==> src/source/dbus_pkg.sv <==
package dbus_pkg;

	// bytes per data beat and the alignment of every bus address
	parameter int unsigned BEAT_BYTES = 8;

	typedef logic [63:0] beat_t;
	typedef logic [7:0]  strb_t;
	typedef logic [31:0] addr_t;

	// byte offset inside one beat
	typedef logic [2:0]  lane_t;

endpackage

==> src/source/lsu_defs_pkg.sv <==
package lsu_defs_pkg;

	// memory instruction kinds handled by the stage
	typedef enum logic [3:0] {
		OP_LW  = 4'd0,
		OP_LH  = 4'd1,
		OP_LHU = 4'd2,
		OP_LB  = 4'd3,
		OP_LBU = 4'd4,
		OP_SW  = 4'd5,
		OP_SH  = 4'd6,
		OP_SB  = 4'd7
	} lsu_op_e;

	typedef logic [4:0]  reg_idx_t;
	typedef logic [31:0] word_t;

	function automatic logic is_load_op(input lsu_op_e op);
		return op inside {OP_LW, OP_LH, OP_LHU, OP_LB, OP_LBU};
	endfunction

	function automatic logic is_store_op(input lsu_op_e op);
		return op inside {OP_SW, OP_SH, OP_SB};
	endfunction

	// access size in bytes
	function automatic logic [2:0] op_bytes(input lsu_op_e op);
		case (op)
			OP_LW, OP_SW: return 3'd4;
			OP_LH, OP_LHU, OP_SH: return 3'd2;
			default: return 3'd1;
		endcase
	endfunction

endpackage

==> src/source/dbus_read_engine.sv <==
`timescale 1ns/100ps

module dbus_read_engine
	import dbus_pkg::*;
#(
	parameter int ID_WIDTH = 4
) (
	input  logic                clock,
	input  logic                reset,

	input  logic                read_start,
	input  addr_t               base_addr,
	input  logic                two_beats,

	output logic                dsram_arvalid,
	output addr_t               dsram_araddr,
	output logic [ID_WIDTH-1:0] dsram_arid,
	input  logic                dsram_arready,
	output logic                dsram_rready,
	input  logic                dsram_rvalid,
	input  beat_t               dsram_rdata,
	input  logic [ID_WIDTH-1:0] dsram_rid,

	output beat_t               beat_lo,
	output beat_t               beat_hi,
	output logic                read_done
);

	typedef enum logic [1:0] {
		RD_IDLE,
		RD_ADDR,
		RD_RESP
	} rd_state_e;

	rd_state_e           state;
	logic                second;
	logic [ID_WIDTH-1:0] id_cnt;
	logic                r_match;

	// beats carrying another id are taken and dropped
	assign r_match = dsram_rvalid && dsram_rready && (dsram_rid == dsram_arid);

	always_ff @(posedge clock) begin
		if (reset) begin
			state         <= RD_IDLE;
			second        <= 1'b0;
			id_cnt        <= '0;
			dsram_arvalid <= 1'b0;
			dsram_rready  <= 1'b0;
			read_done     <= 1'b0;
		end else begin
			read_done <= 1'b0;
			case (state)
				RD_IDLE: begin
					if (read_start) begin
						dsram_arvalid <= 1'b1;
						second        <= 1'b0;
						state         <= RD_ADDR;
					end
				end
				RD_ADDR: begin
					if (dsram_arready) begin
						dsram_arvalid <= 1'b0;
						dsram_rready  <= 1'b1;
						id_cnt        <= id_cnt + 1'b1;
						state         <= RD_RESP;
					end
				end
				RD_RESP: begin
					if (r_match) begin
						dsram_rready <= 1'b0;
						if (two_beats && !second) begin
							// second pass at the next beat address
							second        <= 1'b1;
							dsram_arvalid <= 1'b1;
							state         <= RD_ADDR;
						end else begin
							read_done <= 1'b1;
							state     <= RD_IDLE;
						end
					end
				end
				default: state <= RD_IDLE;
			endcase
		end
	end

	// address and id are loaded whenever a new ar is raised
	always_ff @(posedge clock) begin
		if (state == RD_IDLE && read_start) begin
			dsram_araddr <= base_addr;
			dsram_arid   <= id_cnt;
		end else if (state == RD_RESP && r_match && two_beats && !second) begin
			dsram_araddr <= base_addr + BEAT_BYTES;
			dsram_arid   <= id_cnt;
		end
	end

	always_ff @(posedge clock) begin
		if (r_match) begin
			if (second)
				beat_hi <= dsram_rdata;
			else
				beat_lo <= dsram_rdata;
		end
	end

endmodule

==> src/source/dbus_write_engine.sv <==
`timescale 1ns/100ps

module dbus_write_engine
	import dbus_pkg::*;
#(
	parameter int ID_WIDTH = 4
) (
	input  logic                clock,
	input  logic                reset,

	input  logic                write_start,
	input  addr_t               base_addr,
	input  logic                two_beats,
	input  strb_t               strb_lo,
	input  strb_t               strb_hi,
	input  beat_t               store_beat,

	output logic                dsram_awvalid,
	output addr_t               dsram_awaddr,
	output logic [ID_WIDTH-1:0] dsram_awid,
	input  logic                dsram_awready,
	output logic                dsram_wvalid,
	output beat_t               dsram_wdata,
	output strb_t               dsram_wstrb,
	input  logic                dsram_wready,
	output logic                dsram_bready,
	input  logic                dsram_bvalid,
	input  logic [ID_WIDTH-1:0] dsram_bid,

	output logic                write_done
);

	typedef enum logic [1:0] {
		WR_IDLE,
		WR_ADDR,
		WR_DATA,
		WR_RESP
	} wr_state_e;

	wr_state_e           state;
	logic                second;
	logic [ID_WIDTH-1:0] id_cnt;
	logic                b_match;
	logic                next_round;

	assign b_match    = dsram_bvalid && dsram_bready && (dsram_bid == dsram_awid);
	assign next_round = state == WR_RESP && b_match && two_beats && !second;

	always_ff @(posedge clock) begin
		if (reset) begin
			state         <= WR_IDLE;
			second        <= 1'b0;
			id_cnt        <= '0;
			dsram_awvalid <= 1'b0;
			dsram_wvalid  <= 1'b0;
			dsram_bready  <= 1'b0;
			write_done    <= 1'b0;
		end else begin
			write_done <= 1'b0;
			case (state)
				WR_IDLE: begin
					if (write_start) begin
						dsram_awvalid <= 1'b1;
						second        <= 1'b0;
						state         <= WR_ADDR;
					end
				end
				WR_ADDR: begin
					if (dsram_awready) begin
						dsram_awvalid <= 1'b0;
						dsram_wvalid  <= 1'b1;
						id_cnt        <= id_cnt + 1'b1;
						state         <= WR_DATA;
					end
				end
				WR_DATA: begin
					if (dsram_wready) begin
						dsram_wvalid <= 1'b0;
						dsram_bready <= 1'b1;
						state        <= WR_RESP;
					end
				end
				WR_RESP: begin
					if (b_match) begin
						dsram_bready <= 1'b0;
						if (next_round) begin
							second        <= 1'b1;
							dsram_awvalid <= 1'b1;
							state         <= WR_ADDR;
						end else begin
							write_done <= 1'b1;
							state      <= WR_IDLE;
						end
					end
				end
				default: state <= WR_IDLE;
			endcase
		end
	end

	// aw payload switches to the high address on the second round
	always_ff @(posedge clock) begin
		if (state == WR_IDLE && write_start) begin
			dsram_awaddr <= base_addr;
			dsram_awid   <= id_cnt;
		end else if (next_round) begin
			dsram_awaddr <= base_addr + BEAT_BYTES;
			dsram_awid   <= id_cnt;
		end
	end

	// same rotated beat in both rounds with only the strobe changing
	always_ff @(posedge clock) begin
		if (state == WR_ADDR && dsram_awready) begin
			dsram_wdata <= store_beat;
			dsram_wstrb <= second ? strb_hi : strb_lo;
		end
	end

endmodule

==> src/source/load_align.sv <==
`timescale 1ns/100ps

module load_align
	import lsu_defs_pkg::*;
	import dbus_pkg::*;
(
	input  lsu_op_e held_op,
	input  lane_t   held_lane,
	input  beat_t   beat_lo,
	input  beat_t   beat_hi,
	output word_t   regfile_wdata
);

	logic [127:0] window;
	logic [127:0] shifted;
	word_t        raw;

	// 16-byte view where the high beat only matters for crossing loads
	assign window  = {beat_hi, beat_lo};
	assign shifted = window >> {held_lane, 3'b000};
	assign raw     = shifted[31:0];

	always_comb begin
		case (held_op)
			OP_LH:   regfile_wdata = {{16{raw[15]}}, raw[15:0]};
			OP_LHU:  regfile_wdata = {16'b0, raw[15:0]};
			OP_LB:   regfile_wdata = {{24{raw[7]}}, raw[7:0]};
			OP_LBU:  regfile_wdata = {24'b0, raw[7:0]};
			// lw and the don't-care case of stores
			default: regfile_wdata = raw;
		endcase
	end

endmodule

==> src/source/lsu_request_stage.sv <==
`timescale 1ns/100ps

module lsu_request_stage
	import lsu_defs_pkg::*;
	import dbus_pkg::*;
(
	input  logic     clock,
	input  logic     reset,

	input  logic     req_valid,
	input  lsu_op_e  req_op,
	input  addr_t    req_addr,
	input  word_t    req_store_data,
	input  reg_idx_t req_rd,
	output logic     req_ready,

	input  logic     read_done,
	input  logic     write_done,

	output logic     read_start,
	output logic     write_start,
	output addr_t    base_addr,
	output logic     two_beats,
	output strb_t    strb_lo,
	output strb_t    strb_hi,
	output beat_t    store_beat,
	output lsu_op_e  held_op,
	output lane_t    held_lane,

	output logic     retire_valid,
	output logic     regfile_wen,
	output reg_idx_t regfile_waddr
);

	logic   held_valid;
	logic   fresh;
	logic   accept;
	addr_t  held_addr;
	word_t  held_store_data;
	logic   [3:0] byte_mask;
	logic   [3:0] access_end;
	word_t  data_masked;
	logic   [15:0] strb_window;
	logic   [127:0] data_window;

	assign accept = req_valid && req_ready;

	// allow-in when empty or when the held instruction leaves this cycle
	assign req_ready = !held_valid || retire_valid;

	always_ff @(posedge clock) begin
		if (reset) begin
			held_valid <= 1'b0;
			fresh      <= 1'b0;
		end else begin
			fresh <= accept;
			if (req_ready)
				held_valid <= req_valid;
		end
	end

	always_ff @(posedge clock) begin
		if (accept) begin
			held_op         <= req_op;
			held_addr       <= req_addr;
			held_store_data <= req_store_data;
			regfile_waddr   <= req_rd;
		end
	end

	// one-cycle kick to the matching engine
	assign read_start  = fresh && is_load_op(held_op);
	assign write_start = fresh && is_store_op(held_op);

	assign held_lane = held_addr[2:0];
	assign base_addr = {held_addr[31:3], 3'b000};

	// crossing when offset plus size runs past the beat
	assign access_end = {1'b0, held_lane} + {1'b0, op_bytes(held_op)};
	assign two_beats  = access_end > 4'(BEAT_BYTES);

	always_comb begin
		case (op_bytes(held_op))
			3'd4: byte_mask = 4'b1111;
			3'd2: byte_mask = 4'b0011;
			default: byte_mask = 4'b0001;
		endcase
	end

	assign data_masked = held_store_data & {{8{byte_mask[3]}}, {8{byte_mask[2]}},
		{8{byte_mask[1]}}, {8{byte_mask[0]}}};

	// two-beat window with the spill into the next beat in the upper half
	assign strb_window = {12'b0, byte_mask} << held_lane;
	assign strb_lo     = strb_window[7:0];
	assign strb_hi     = strb_window[15:8];

	// folding the window gives lane (offset + i) mod 8
	assign data_window = {96'b0, data_masked} << {held_lane, 3'b000};
	assign store_beat  = data_window[63:0] | data_window[127:64];

	assign retire_valid = held_valid && (read_done || write_done);
	assign regfile_wen  = retire_valid && is_load_op(held_op);

endmodule

==> src/source/lsu_top.sv <==
`timescale 1ns/100ps

module lsu_top
	import lsu_defs_pkg::*;
	import dbus_pkg::*;
#(
	parameter int ID_WIDTH = 4
) (
	input  logic                clock,
	input  logic                reset,

	input  logic                req_valid,
	input  lsu_op_e             req_op,
	input  addr_t               req_addr,
	input  word_t               req_store_data,
	input  reg_idx_t            req_rd,
	output logic                req_ready,

	output logic                dsram_arvalid,
	output addr_t               dsram_araddr,
	output logic [ID_WIDTH-1:0] dsram_arid,
	input  logic                dsram_arready,
	output logic                dsram_rready,
	input  logic                dsram_rvalid,
	input  beat_t               dsram_rdata,
	input  logic [ID_WIDTH-1:0] dsram_rid,

	output logic                dsram_awvalid,
	output addr_t               dsram_awaddr,
	output logic [ID_WIDTH-1:0] dsram_awid,
	input  logic                dsram_awready,
	output logic                dsram_wvalid,
	output beat_t               dsram_wdata,
	output strb_t               dsram_wstrb,
	input  logic                dsram_wready,
	output logic                dsram_bready,
	input  logic                dsram_bvalid,
	input  logic [ID_WIDTH-1:0] dsram_bid,

	output logic                retire_valid,
	output logic                regfile_wen,
	output reg_idx_t            regfile_waddr,
	output word_t               regfile_wdata
);

	logic    read_start;
	logic    write_start;
	logic    read_done;
	logic    write_done;
	addr_t   base_addr;
	logic    two_beats;
	strb_t   strb_lo;
	strb_t   strb_hi;
	beat_t   store_beat;
	lsu_op_e held_op;
	lane_t   held_lane;
	beat_t   beat_lo;
	beat_t   beat_hi;

	lsu_request_stage request_i (
		.clock          (clock),
		.reset          (reset),
		.req_valid      (req_valid),
		.req_op         (req_op),
		.req_addr       (req_addr),
		.req_store_data (req_store_data),
		.req_rd         (req_rd),
		.req_ready      (req_ready),
		.read_done      (read_done),
		.write_done     (write_done),
		.read_start     (read_start),
		.write_start    (write_start),
		.base_addr      (base_addr),
		.two_beats      (two_beats),
		.strb_lo        (strb_lo),
		.strb_hi        (strb_hi),
		.store_beat     (store_beat),
		.held_op        (held_op),
		.held_lane      (held_lane),
		.retire_valid   (retire_valid),
		.regfile_wen    (regfile_wen),
		.regfile_waddr  (regfile_waddr)
	);

	dbus_read_engine #(
		.ID_WIDTH (ID_WIDTH)
	) read_i (
		.clock         (clock),
		.reset         (reset),
		.read_start    (read_start),
		.base_addr     (base_addr),
		.two_beats     (two_beats),
		.dsram_arvalid (dsram_arvalid),
		.dsram_araddr  (dsram_araddr),
		.dsram_arid    (dsram_arid),
		.dsram_arready (dsram_arready),
		.dsram_rready  (dsram_rready),
		.dsram_rvalid  (dsram_rvalid),
		.dsram_rdata   (dsram_rdata),
		.dsram_rid     (dsram_rid),
		.beat_lo       (beat_lo),
		.beat_hi       (beat_hi),
		.read_done     (read_done)
	);

	dbus_write_engine #(
		.ID_WIDTH (ID_WIDTH)
	) write_i (
		.clock         (clock),
		.reset         (reset),
		.write_start   (write_start),
		.base_addr     (base_addr),
		.two_beats     (two_beats),
		.strb_lo       (strb_lo),
		.strb_hi       (strb_hi),
		.store_beat    (store_beat),
		.dsram_awvalid (dsram_awvalid),
		.dsram_awaddr  (dsram_awaddr),
		.dsram_awid    (dsram_awid),
		.dsram_awready (dsram_awready),
		.dsram_wvalid  (dsram_wvalid),
		.dsram_wdata   (dsram_wdata),
		.dsram_wstrb   (dsram_wstrb),
		.dsram_wready  (dsram_wready),
		.dsram_bready  (dsram_bready),
		.dsram_bvalid  (dsram_bvalid),
		.dsram_bid     (dsram_bid),
		.write_done    (write_done)
	);

	load_align align_i (
		.held_op       (held_op),
		.held_lane     (held_lane),
		.beat_lo       (beat_lo),
		.beat_hi       (beat_hi),
		.regfile_wdata (regfile_wdata)
	);

endmodule

==> config.mk <==
export PLATFORM = sky130hd
export DESIGN_NAME = lsu_top
export DESIGN_NICKNAME = d
export VERILOG_FILES = /design/src/source/dbus_pkg.sv /design/src/source/lsu_defs_pkg.sv /design/src/source/dbus_read_engine.sv /design/src/source/dbus_write_engine.sv /design/src/source/load_align.sv /design/src/source/lsu_request_stage.sv /design/src/source/lsu_top.sv
export SDC_FILE = /design/constraint.sdc
export NUM_CORES = 1
export LEC_CHECK = 0
export BUFFER_PORTS_ARGS = -buffer_cell sky130_fd_sc_hd__buf_4
export CORE_MARGIN = 2
export CORE_UTILIZATION = 54
export DETAILED_ROUTE_END_ITERATION = 8
export HOLD_SLACK_MARGIN = 0.02
export PLACE_DENSITY = 0.91
export SLEW_MARGIN = 20
export SYNTH_ARGS = -nofsm -noshare
export SYNTH_HDL_FRONTEND = slang
export SYNTH_SLANG_ARGS = --single-unit
==> constraint.sdc <==
create_clock -name clock -period 5.4 [get_ports clock]
set_clock_uncertainty 0.1 [all_clocks]
set_input_delay 0.54 -clock clock [delete_from_list [all_inputs] [get_ports clock]]
set_output_delay 0.54 -clock clock [all_outputs]
set_load 0.03 [all_outputs]
==> results of run 1 <==
==> cells by family after synthesis <==
group                      Yosys count  synth area share
adders and majority gates           13            0.0115
AOI/OAI and AO/OA                  149            0.0584
DFF                                322             0.639
other                                1          0.000254
buffers and inverters               84            0.0255
and+or+nand+nor                    302            0.0990
xor gates and xnor gates            71            0.0421
muxes                              131             0.124
==> state kept, by name (all words and copies together) (netlist names), 4 cells and up <==
signal	count
read_i.beat_hi	24
read_i.beat_lo	64
read_i.dsram_araddr	29
read_i.dsram_arid	4
read_i.id_cnt	4
request_i.held_addr	32
request_i.held_op	4
request_i.held_store_data	32
request_i.regfile_waddr	5
write_i.dsram_awaddr	29
write_i.dsram_awid	4
write_i.dsram_wdata	64
write_i.dsram_wstrb	8
write_i.id_cnt	4
==> layer usage <==
layer	vias to the layer above	GRT usage	share of wire
li1	4669	-	-
met1	5038	0.314	0.35
met2	617	0.449	0.51
met3	107	0.0592	0.092
met4	0	0.117	0.043
met5	-	0	0
==> area by class of cell <==
class	count	area [um2]
Clock buffer	39	891
Clock inverter	22	307
Fill cell	1786	8150
Inverter	11	41.3
Multi-Input combinational cell	672	5000
Sequential cell	322	9440
Tap cell	341	427
Timing Repair Buffer	348	2610
==> cells in the mapped netlist, drive strengths merged, types with 12 or more instances <==
library cell,count
nand3,52
and2,17
buf,33
edfxtp,299
nor2b,12
nand2,86
clkbuf,40
dfxtp,23
nor2,69
xnor2,38
nand4,14
mux4,41
o21ai,67
xor2,33
ha,12
a21oi,41
mux2i,79
==> worst min-delay path by stage <==
| stage | startpoint | to | cells past startpoint | slack (ns) |
|---|---|---|---|---|
| detailed placement | read_i.id_cnt[3] | read_i.dsram_arid[3] | 0 | 0.35 |
| global placement | write_i.id_cnt[3] | write_i.dsram_awid[3] | 0 | 0.34 |
| global route | req_store_data[2] | request_i.held_store_data[2] | 1 | 0.09 |
| floorplan | read_i.id_cnt[3] | read_i.dsram_arid[3] | 0 | 0.33 |
| finish | req_store_data[2] | request_i.held_store_data[2] | 1 | 0.10 |
| CTS | req_addr[10] | request_i.held_addr[10] | 1 | 0.09 |
==> stage by stage <==
step	power, mW	worst slack, ns	cells
after floorplan	3.20	0.984	1078
after global placement	3.41	1.44	1694
after detailed placement	3.43	1.34	1694
after CTS	5.90	1.24	1755
after global routing	6.04	1.11	1755
final	5.88	1.25	1755
==> power groups by stage <==
stage	Sequential [mW]	Clock [mW]	Combinational (mW)
after detailed placement	2.88	0	0.549
after CTS	2.83	2.52	0.554
after global placement	2.88	0	0.535
after global routing	2.83	2.62	0.592
after floorplan	2.89	0	0.313
final	2.83	2.50	0.556
==> impl_results.md, run 1 <==
* Critical Path AT at 3.51 ns
* Combinational Power Share at 0.095
* Tmin final at 4.15 ns
* Share of layout cells above drive strength 1 at 0.329
* Reg2reg start: request_i.held_op[0]
* Cts repair resizes at 0
* Worst r2r path cells at 10
* Fmax at 0.241 GHz
* Pin count of the biggest net entering global routing at 77
* H-tree Lvls at 2
* Switching power at 1.33 mW
* Clock transition at path regs at 0.07 ns
* Most frequent cells in the layout: 348 x buf_4, 299 x edfxtp_1, 86 x nand2_1
* Sequential power share at 0.481
* Die Wd at 169 um
* Hold Vio Cnt, Final at 0
* Total grt overflow at 0
* Biggest cell delay along the critical path at 0.60 ns
* Crit path max-delay cell type: buf_4
* Total Routing Usage GR at 0.260
* Final worst path period share at 0.768
* Post-synth EDFFs at 299
* Leak at 7.14 nW
* Largest delay share family, worst path: multiplexers
* Final Core Density at 0.697
* Drt drc at 0
* Share of the synthesized area in the top cell type at 0.608
* Vias in the first global route at 10488
* Most common cell after layout, fill and taps aside: buf_4
* Kind of end point of the critical path: primary output
* Pre-antenna DRT Iters at 6
* Cell Int Power at 4.55 mW
* Core Rows at 60
* Fin. max-slew vios at 0
* Syn_area_per_cell at 13.8 um2
* Max-slew headroom at 0.252
* Top cells by area, synth: edfxtp_1 61%, mux4_2 6.2%, mux2i_1 5.4%, dfxtp_1 3.1%, xnor2_1 2.3%
* HP Class: primary input to flop
* IO Port Bufs at 335
* Fin Setup TNS at 0 ns
* RR Endpoint: read_i.dsram_araddr[12]
* Via count at 10431
* Clock Latency Late Sink at 0.51 ns
* Ys async rst share at 0
* Core region area at 26900 um2
* N_diodes at 0
* RSZ-0062 raised after global routing: no
* Die Y-Extent at 169 um
* Status: completed
* Fin area at 18700 um2
* DP HPWL at 26.6 mm
* Worst-margin pin slew at 1.12 ns
* CTS Buf Count at 34
* Hold Slack at 0.100 ns
* Seq/Total Area, Yosys at 0.639
* Synth cell types at 55
* Vias per cell at 5.94
* Initial DRC count at 1031
* Mapped Area at 14800 um2
* First-pass GRT wire length at 57.5 mm
* CTS tree: built
* Drt wl/cell at 21.7 um
* Reg2Reg Setup Slack at 1.28 ns
* Buf/Inv on CP at 2
* Clock Tree Buf Depth at 3
* Synth Register Bits at 322
* Antenna violations before repair at 0
* Die ar. at 28700 um2
* Setup-failing EPs final at 0
* Critical path endpoint: regfile_wdata[22]
* Area growth syn-to-layout at 26.7%
* Setup CP Type: flop to primary output
* Commonest register cell after synthesis: edfxtp_1
* Number of routed nets with antenna violations at 0
* CP startpoint: request_i.held_addr[0]
* Number of stages on the worst setup path at 7
* Worst Path Required at 4.76 ns
* Clk pwr share at 0.424
* MaxCap Viol Count at 0
* Hold-fix buffers at CTS at 0
* Power per cell area at 314 nW/um2
* Synth Instances at 1073
* Post-CTS setup buffers at 0
* Warnings, synthesis at 0
* Routability Congestion at 0.891
* Critical path, cell by cell: buf_4 > mux4_2 > mux2_2 > nand4b_2 > o41a_2 > o21ai_0 > buf_4
* Nets@finish at 1555
* Clock sink count at 322
* Switching Fraction at 0.226
* CP most frequent cell: buf_4
* Starting Density at 0.550
* Root buf cell: clkbuf_16
* Total Wirelength at 38.1 mm
* Worst Setup Start Kind: flop
* Top-Level Pins at 342
* Peak VDD IR at 0.000307 V
* Yosys top cell by area: edfxtp_1
* Critical path fanouts, max at 57
* Post-placement cell area at 17500 um2
(Power assumes the default switching activity.)
==> inputs of run 2 (changes only) <==
--- a/config.mk
+++ b/config.mk
@@ -7,10 +7,10 @@
 export LEC_CHECK = 0
 export BUFFER_PORTS_ARGS = -buffer_cell sky130_fd_sc_hd__buf_4
 export CORE_MARGIN = 2
-export CORE_UTILIZATION = 54
+export CORE_UTILIZATION = 49
 export DETAILED_ROUTE_END_ITERATION = 8
 export HOLD_SLACK_MARGIN = 0.02
-export PLACE_DENSITY = 0.91
+export PLACE_DENSITY = 0.88
 export SLEW_MARGIN = 20
 export SYNTH_ARGS = -nofsm -noshare
 export SYNTH_HDL_FRONTEND = slang
==> constraint.sdc (replaced) <==
create_clock -name clock -period 3.5 [get_ports clock]
set_clock_uncertainty 0.1 [all_clocks]
set_input_delay 0.35 -clock clock [delete_from_list [all_inputs] [get_ports clock]]
set_output_delay 0.35 -clock clock [all_outputs]
set_load 0.03 [all_outputs]
==> impl_results.md, run 2 (synthesized netlist as in run 1, its figures left out) <==
* Most common cell after layout, fill and taps aside: buf_4
* Switching Fraction at 0.234
* Pin count of the biggest net entering global routing at 76
* First-pass GRT wire length at 63.9 mm
* Peak VDD IR at 0.000429 V
* Hold-critical path depth at 4
* Clock Tree Buf Depth at 3
* Core Rows at 63
* Total grt overflow at 0
* Clock Latency Late Sink at 0.51 ns
* Core region area at 29600 um2
* Fill cell instance count of the final layout at 1880
* Share of layout cells above drive strength 1 at 0.317
* Worst Path Required at 3.59 ns
* CTS tree: built
* Critical path fanouts, max at 8
* Worst Setup Start Kind: flop
* Root buf cell: clkbuf_16
* Setup-failing EPs final at 0
* Endpoint, Worst Hold: read_i.state[0]
* Drt drc at 0
* Tmin final at 3.49 ns
* Pre-antenna DRT Iters at 5
* Clk pwr share at 0.395
* Total Wirelength at 43.2 mm
* Status: completed
* Biggest regs: read_i.beat_lo x64, write_i.dsram_wdata x64
* Kind of end point of the critical path: flop
* Design Power at 8.95 mW
* Die Wd at 178 um
* M1 GR Usage at 0.323
* Grt peak-use layer: met2
* Die Y-Extent at 178 um
* CTS Buf Count at 35
* Routability Congestion at 0.864
* Most frequent cells in the layout: 371 x buf_4, 299 x edfxtp_1, 138 x dlygate4sd3_1
* Nets@finish at 1726
* Worst r2r path cells at 9
* Critical Path AT at 3.58 ns
* DP HPWL at 27.0 mm
* Vias per cell at 5.79
* HP Start: dsram_arready
* Via count at 11458
* Drt wl/cell at 21.8 um
* Switching power at 2.10 mW
* Hold Slack at 0.0911 ns
* Final worst path period share at 0.996
* RR Endpoint: read_i.dsram_araddr[21]
* Met2 GRT Util at 0.454
* Initial DRC count at 1188
* Top-Level Pins at 342
* Clock transition at path regs at 0.06 ns
* H-tree Lvls at 2
* MaxCap Viol Count at 0
* Number of routed nets with antenna violations at 0
* Vias in the first global route at 11631
* Sequential power share at 0.487
* Reg2reg start: request_i.held_op[0]
* Setup CP Type: flop to flop
* Area growth syn-to-layout at 38.3%
* Antenna violations before repair at 5
* Combinational Power Share at 0.118
* Die ar. at 31600 um2
* Worst-margin pin slew at 1.20 ns
* Leak at 7.87 nW
* Starting Density at 0.499
* Fin. max-slew vios at 0
* Fmax at 0.287 GHz
* HP Class: primary input to flop
* Clock sink count at 322
* Hold Vio Cnt, Final at 0
* IO Port Bufs at 335
* Power per cell area at 438 nW/um2
* Max-slew headroom at 0.197
* Reg2Reg Setup Slack at 0.01 ns
* CP startpoint: request_i.held_op[0]
* Cell Int Power at 6.86 mW
* Total Routing Usage GR at 0.265
* Met3 usage at 0.0433
run 2: what timing repair did:
item,in CTS,in global routing
hold buffers,138,0
buffers inserted,0,7
gates cloned,1,3
pin swaps,0,3
resized for setup,2,11
endpoints found under the hold margin,162,0
endpoints found under the setup margin,33,83
run 2: power groups by stage:
stage               Sequential (mW)  Clock [mW]  Combinational [mW]
floorplan                      4.46           0               0.485
global route                   4.37        3.72                1.11
finish                         4.36        3.54                1.05
CTS                            4.36        3.55                1.01
global placement               4.44           0               0.851
detailed placement             4.44           0               0.875
run 2: cell type report:
| type | count | area, um2 | share of cell area |
|---|---|---|---|
| flip-flops and latches | 322 | 9440 | 0.462 |
| multi-input cells | 676 | 5140 | 0.252 |
| repair buffers | 514 | 4240 | 0.208 |
| clock buffers | 43 | 906 | 0.0443 |
| well taps | 390 | 488 | 0.0239 |
| clock inverters | 17 | 166 | 0.00814 |
| inverters | 11 | 41.3 | 0.00202 |
| diodes | 5 | 12.5 | 0.000612 |
run 2: worst max-delay path by stage:
| stage | end | depth (start not counted) |
|---|---|---|
| global route | read_i.dsram_araddr[21] | 11 |
| detailed placement | read_i.dsram_araddr[8] | 9 |
| finish | read_i.dsram_araddr[21] | 9 |
| CTS | read_i.dsram_araddr[9] | 9 |
| global placement | read_i.dsram_araddr[9] | 9 |
| floorplan | read_i.dsram_araddr[10] | 9 |
run 2: worst max-delay path, stage by stage, from the launching register on:
cell and delay (ns):
edfxtp_1 0.38, nor2b_4 0.15, or4_4 0.50, ha_4 0.18, ha_2 0.18, fa_1 0.49, nor2_1 0.07, a211oi_2 0.25
or4b_4 0.67, nand2_8 0.18
run 2: per-stage QoR:
stage / setup slack, ns / area [um2] / instances / util / setup TNS (ns)
2_1_floorplan: 0.0177 / 14800 / 1078 / - / 0
3_3_place_gp: -0.0228 / 17800 / 1764 / 0.600 / -0.646
3_5_place_dp: -0.0950 / 17800 / 1764 / 0.600 / -3.02
4_1_cts: 0.00200 / 20300 / 1963 / 0.684 / 0
5_1_grt: -0.0401 / 20400 / 1978 / 0.689 / -1.09
6_report: 0.0144 / 20400 / 1978 / 0.689 / 0
run 2: layer usage:
layer | part of all wire | wire length, um
met1 | 0.37 | 15900
met2 | 0.51 | 22100
met3 | 0.075 | 3260
met4 | 0.045 | 1940
met5 | 0 | 0
==> inputs of run 3 (changes only) <==
--- a/config.mk
+++ b/config.mk
@@ -6,12 +6,12 @@
 export NUM_CORES = 1
 export LEC_CHECK = 0
 export BUFFER_PORTS_ARGS = -buffer_cell sky130_fd_sc_hd__buf_4
+export CORE_ASPECT_RATIO = 1.2
 export CORE_MARGIN = 2
-export CORE_UTILIZATION = 49
+export CORE_UTILIZATION = 54
 export DETAILED_ROUTE_END_ITERATION = 8
 export HOLD_SLACK_MARGIN = 0.02
-export PLACE_DENSITY = 0.88
-export SLEW_MARGIN = 20
+export PLACE_DENSITY = 0.91
 export SYNTH_ARGS = -nofsm -noshare
 export SYNTH_HDL_FRONTEND = slang
 export SYNTH_SLANG_ARGS = --single-unit
==> constraint.sdc (replaced) <==
create_clock -name clock -period 4 [get_ports clock]
set_clock_uncertainty 0.1 [all_clocks]
set_input_delay 0.4 -clock clock [delete_from_list [all_inputs] [get_ports clock]]
set_output_delay 0.4 -clock clock [all_outputs]
set_load 0.03 [all_outputs]
==> impl_results.md, run 3 (synthesized netlist as in run 1, its figures left out) <==
* RSZ-0062 raised after global routing: no
* Fmax at 0.261 GHz
* Critical path fanouts, max at 24
* CTS tree: built
* Total Routing Usage GR at 0.291
* Switching power at 1.83 mW
* Hold Vio Cnt, Final at 0
* MaxCap Viol Count at 0
* Peak VDD IR at 0.000357 V
* Max-slew headroom at 0.278
* Vias in the first global route at 11627
* CTS Buf Count at 30
* Via count at 11355
* Drt wl/cell at 22.7 um
* Initial DRC count at 1095
* Biggest regs: read_i.beat_lo x64, write_i.dsram_wdata x64
* Top-Level Pins at 342
* Setup-failing EPs final at 0
* Clock Tree Buf Depth at 3
* PnR worst setup slack at 0.167 ns
* Clock Latency Late Sink at 0.56 ns
* Routability Congestion at 0.886
* Worst-margin pin slew at 1.08 ns
* Die Y-Extent at 185 um
* Design Power at 7.87 mW
* Worst Path Required at 3.50 ns
* Critical Path AT at 3.33 ns
* Number of routed nets with antenna violations at 0
* Nets@finish at 1699
* Hold Slack at 0.0638 ns
* Switching Fraction at 0.233
* DP HPWL at 26.5 mm
* Worst Setup Start Kind: flop
* Final Core Density at 0.744
* Clock transition at path regs at 0.07 ns
* Die Wd at 155 um
* Tmin final at 3.83 ns
* Leak at 7.72 nW
* Total grt overflow at 0
* Sequential power share at 0.485
* Reg2Reg Setup Slack at 0.21 ns
* Die ar. at 28700 um2
* Fin Setup TNS at 0 ns
* Vias per cell at 5.99
* Most frequent cells in the layout: 357 x buf_4, 299 x edfxtp_1, 138 x dlygate4sd3_1
* Share of layout cells above drive strength 1 at 0.304
* Final worst path period share at 0.958
* Total Wirelength at 43.0 mm
* IO Port Bufs at 335
* Kind of end point of the critical path: primary output
* Clock sink count at 322
* Antenna violations before repair at 1
* Fill cell instance count of the final layout at 1533
* Pre-antenna DRT Iters at 5
* Core region area at 27000 um2
* First-pass GRT wire length at 64.0 mm
* Most common cell after layout, fill and taps aside: buf_4
* Status: completed
* Combinational Power Share at 0.114
* Drt drc at 0
* Place WS at 0.119 ns
* Setup CP Type: flop to primary output
* Power per cell area at 392 nW/um2
* H-tree Lvls at 1
* Fin. max-slew vios at 0
* Starting Density at 0.547
* Pin count of the biggest net entering global routing at 78
* Core Rows at 66
* Clk pwr share at 0.401
* Cell Int Power at 6.04 mW
* Area growth syn-to-layout at 35.9%
* Root buf cell: clkbuf_16
* HP Class: primary input to flop
[run 3: cell types whose count changed in the layout (fill, tap and decap cells not counted), moves of 2 or more]
cell,change
clkbuf_16,-4
clkinv_2,-4
buf_4,-14
clkbuf_1,-7
ha_1,+2
clkinvlp_4,+3
diode_2,-4
bufinv_16,+4
buf_6,-3
nor2b_1,+2
nand2_8,-4
[run 3: power by group through the flow]
stage	clock network, mW	logic, mW	registers [mW]
6_report	3.16	0.897	3.82
3_3_place_gp	0	0.728	3.88
3_5_place_dp	0	0.749	3.89
5_1_grt	3.30	0.947	3.82
4_1_cts	3.16	0.867	3.81
2_1_floorplan	0	0.423	3.90
[run 3: metal layers]
metal,GRT usage,wire length [um],up-vias
met2,0.544,23300,750
met3,0.0473,3520,142
li1,-,-,4963
met1,0.324,14300,5500
met5,0,0,-
met4,0.133,1930,0
[run 3: final cells by class]
type                       count  area, um2  area share
sequential                   322       9440       0.470
multi-input combinational    672       5000       0.249
timing repair buffer         496       4080       0.203
clock buffer                  32        779      0.0388
tap                          340        425      0.0212
clock inverter                23        310      0.0154
inverter                      11       41.3     0.00206
antenna                        1       2.50    0.000125
[run 3: final timing paths]
check / startpoint / to / cells after the start
hold reg to reg: write_i.id_cnt[3] / write_i.dsram_awid[3] / 0
hold / removal: dsram_arready / read_i.state[0] / 4
setup / recovery: request_i.held_addr[1] / regfile_wdata[20] / 7
setup reg to reg: request_i.held_op[0] / read_i.dsram_araddr[16] / 10
[run 3: timing repair]
item	in CTS	in global routing
hold endpoints to repair	162	0
gates resized for setup	0	1
hold buffers	138	0
endpoints found under the setup margin	0	33
setup buffers	0	3
[run 3: per-stage QoR]
| step | area, um2 | cells |
|---|---|---|
| global route | 20100 | 1897 |
| detailed placement | 17600 | 1700 |
| floorplan | 14800 | 1078 |
| finish | 20100 | 1897 |
| global placement | 17600 | 1700 |
| CTS | 20100 | 1893 |
[run 3: worst max-delay path, cell delays in order (launching register included)]
cell and delay, ns:
edfxtp_1 0.51, buf_4 0.42, mux4_2 0.35, mux2_2 0.32
nand4b_2 0.24, o41a_2 0.45, o21ai_0 0.25, buf_4 0.23
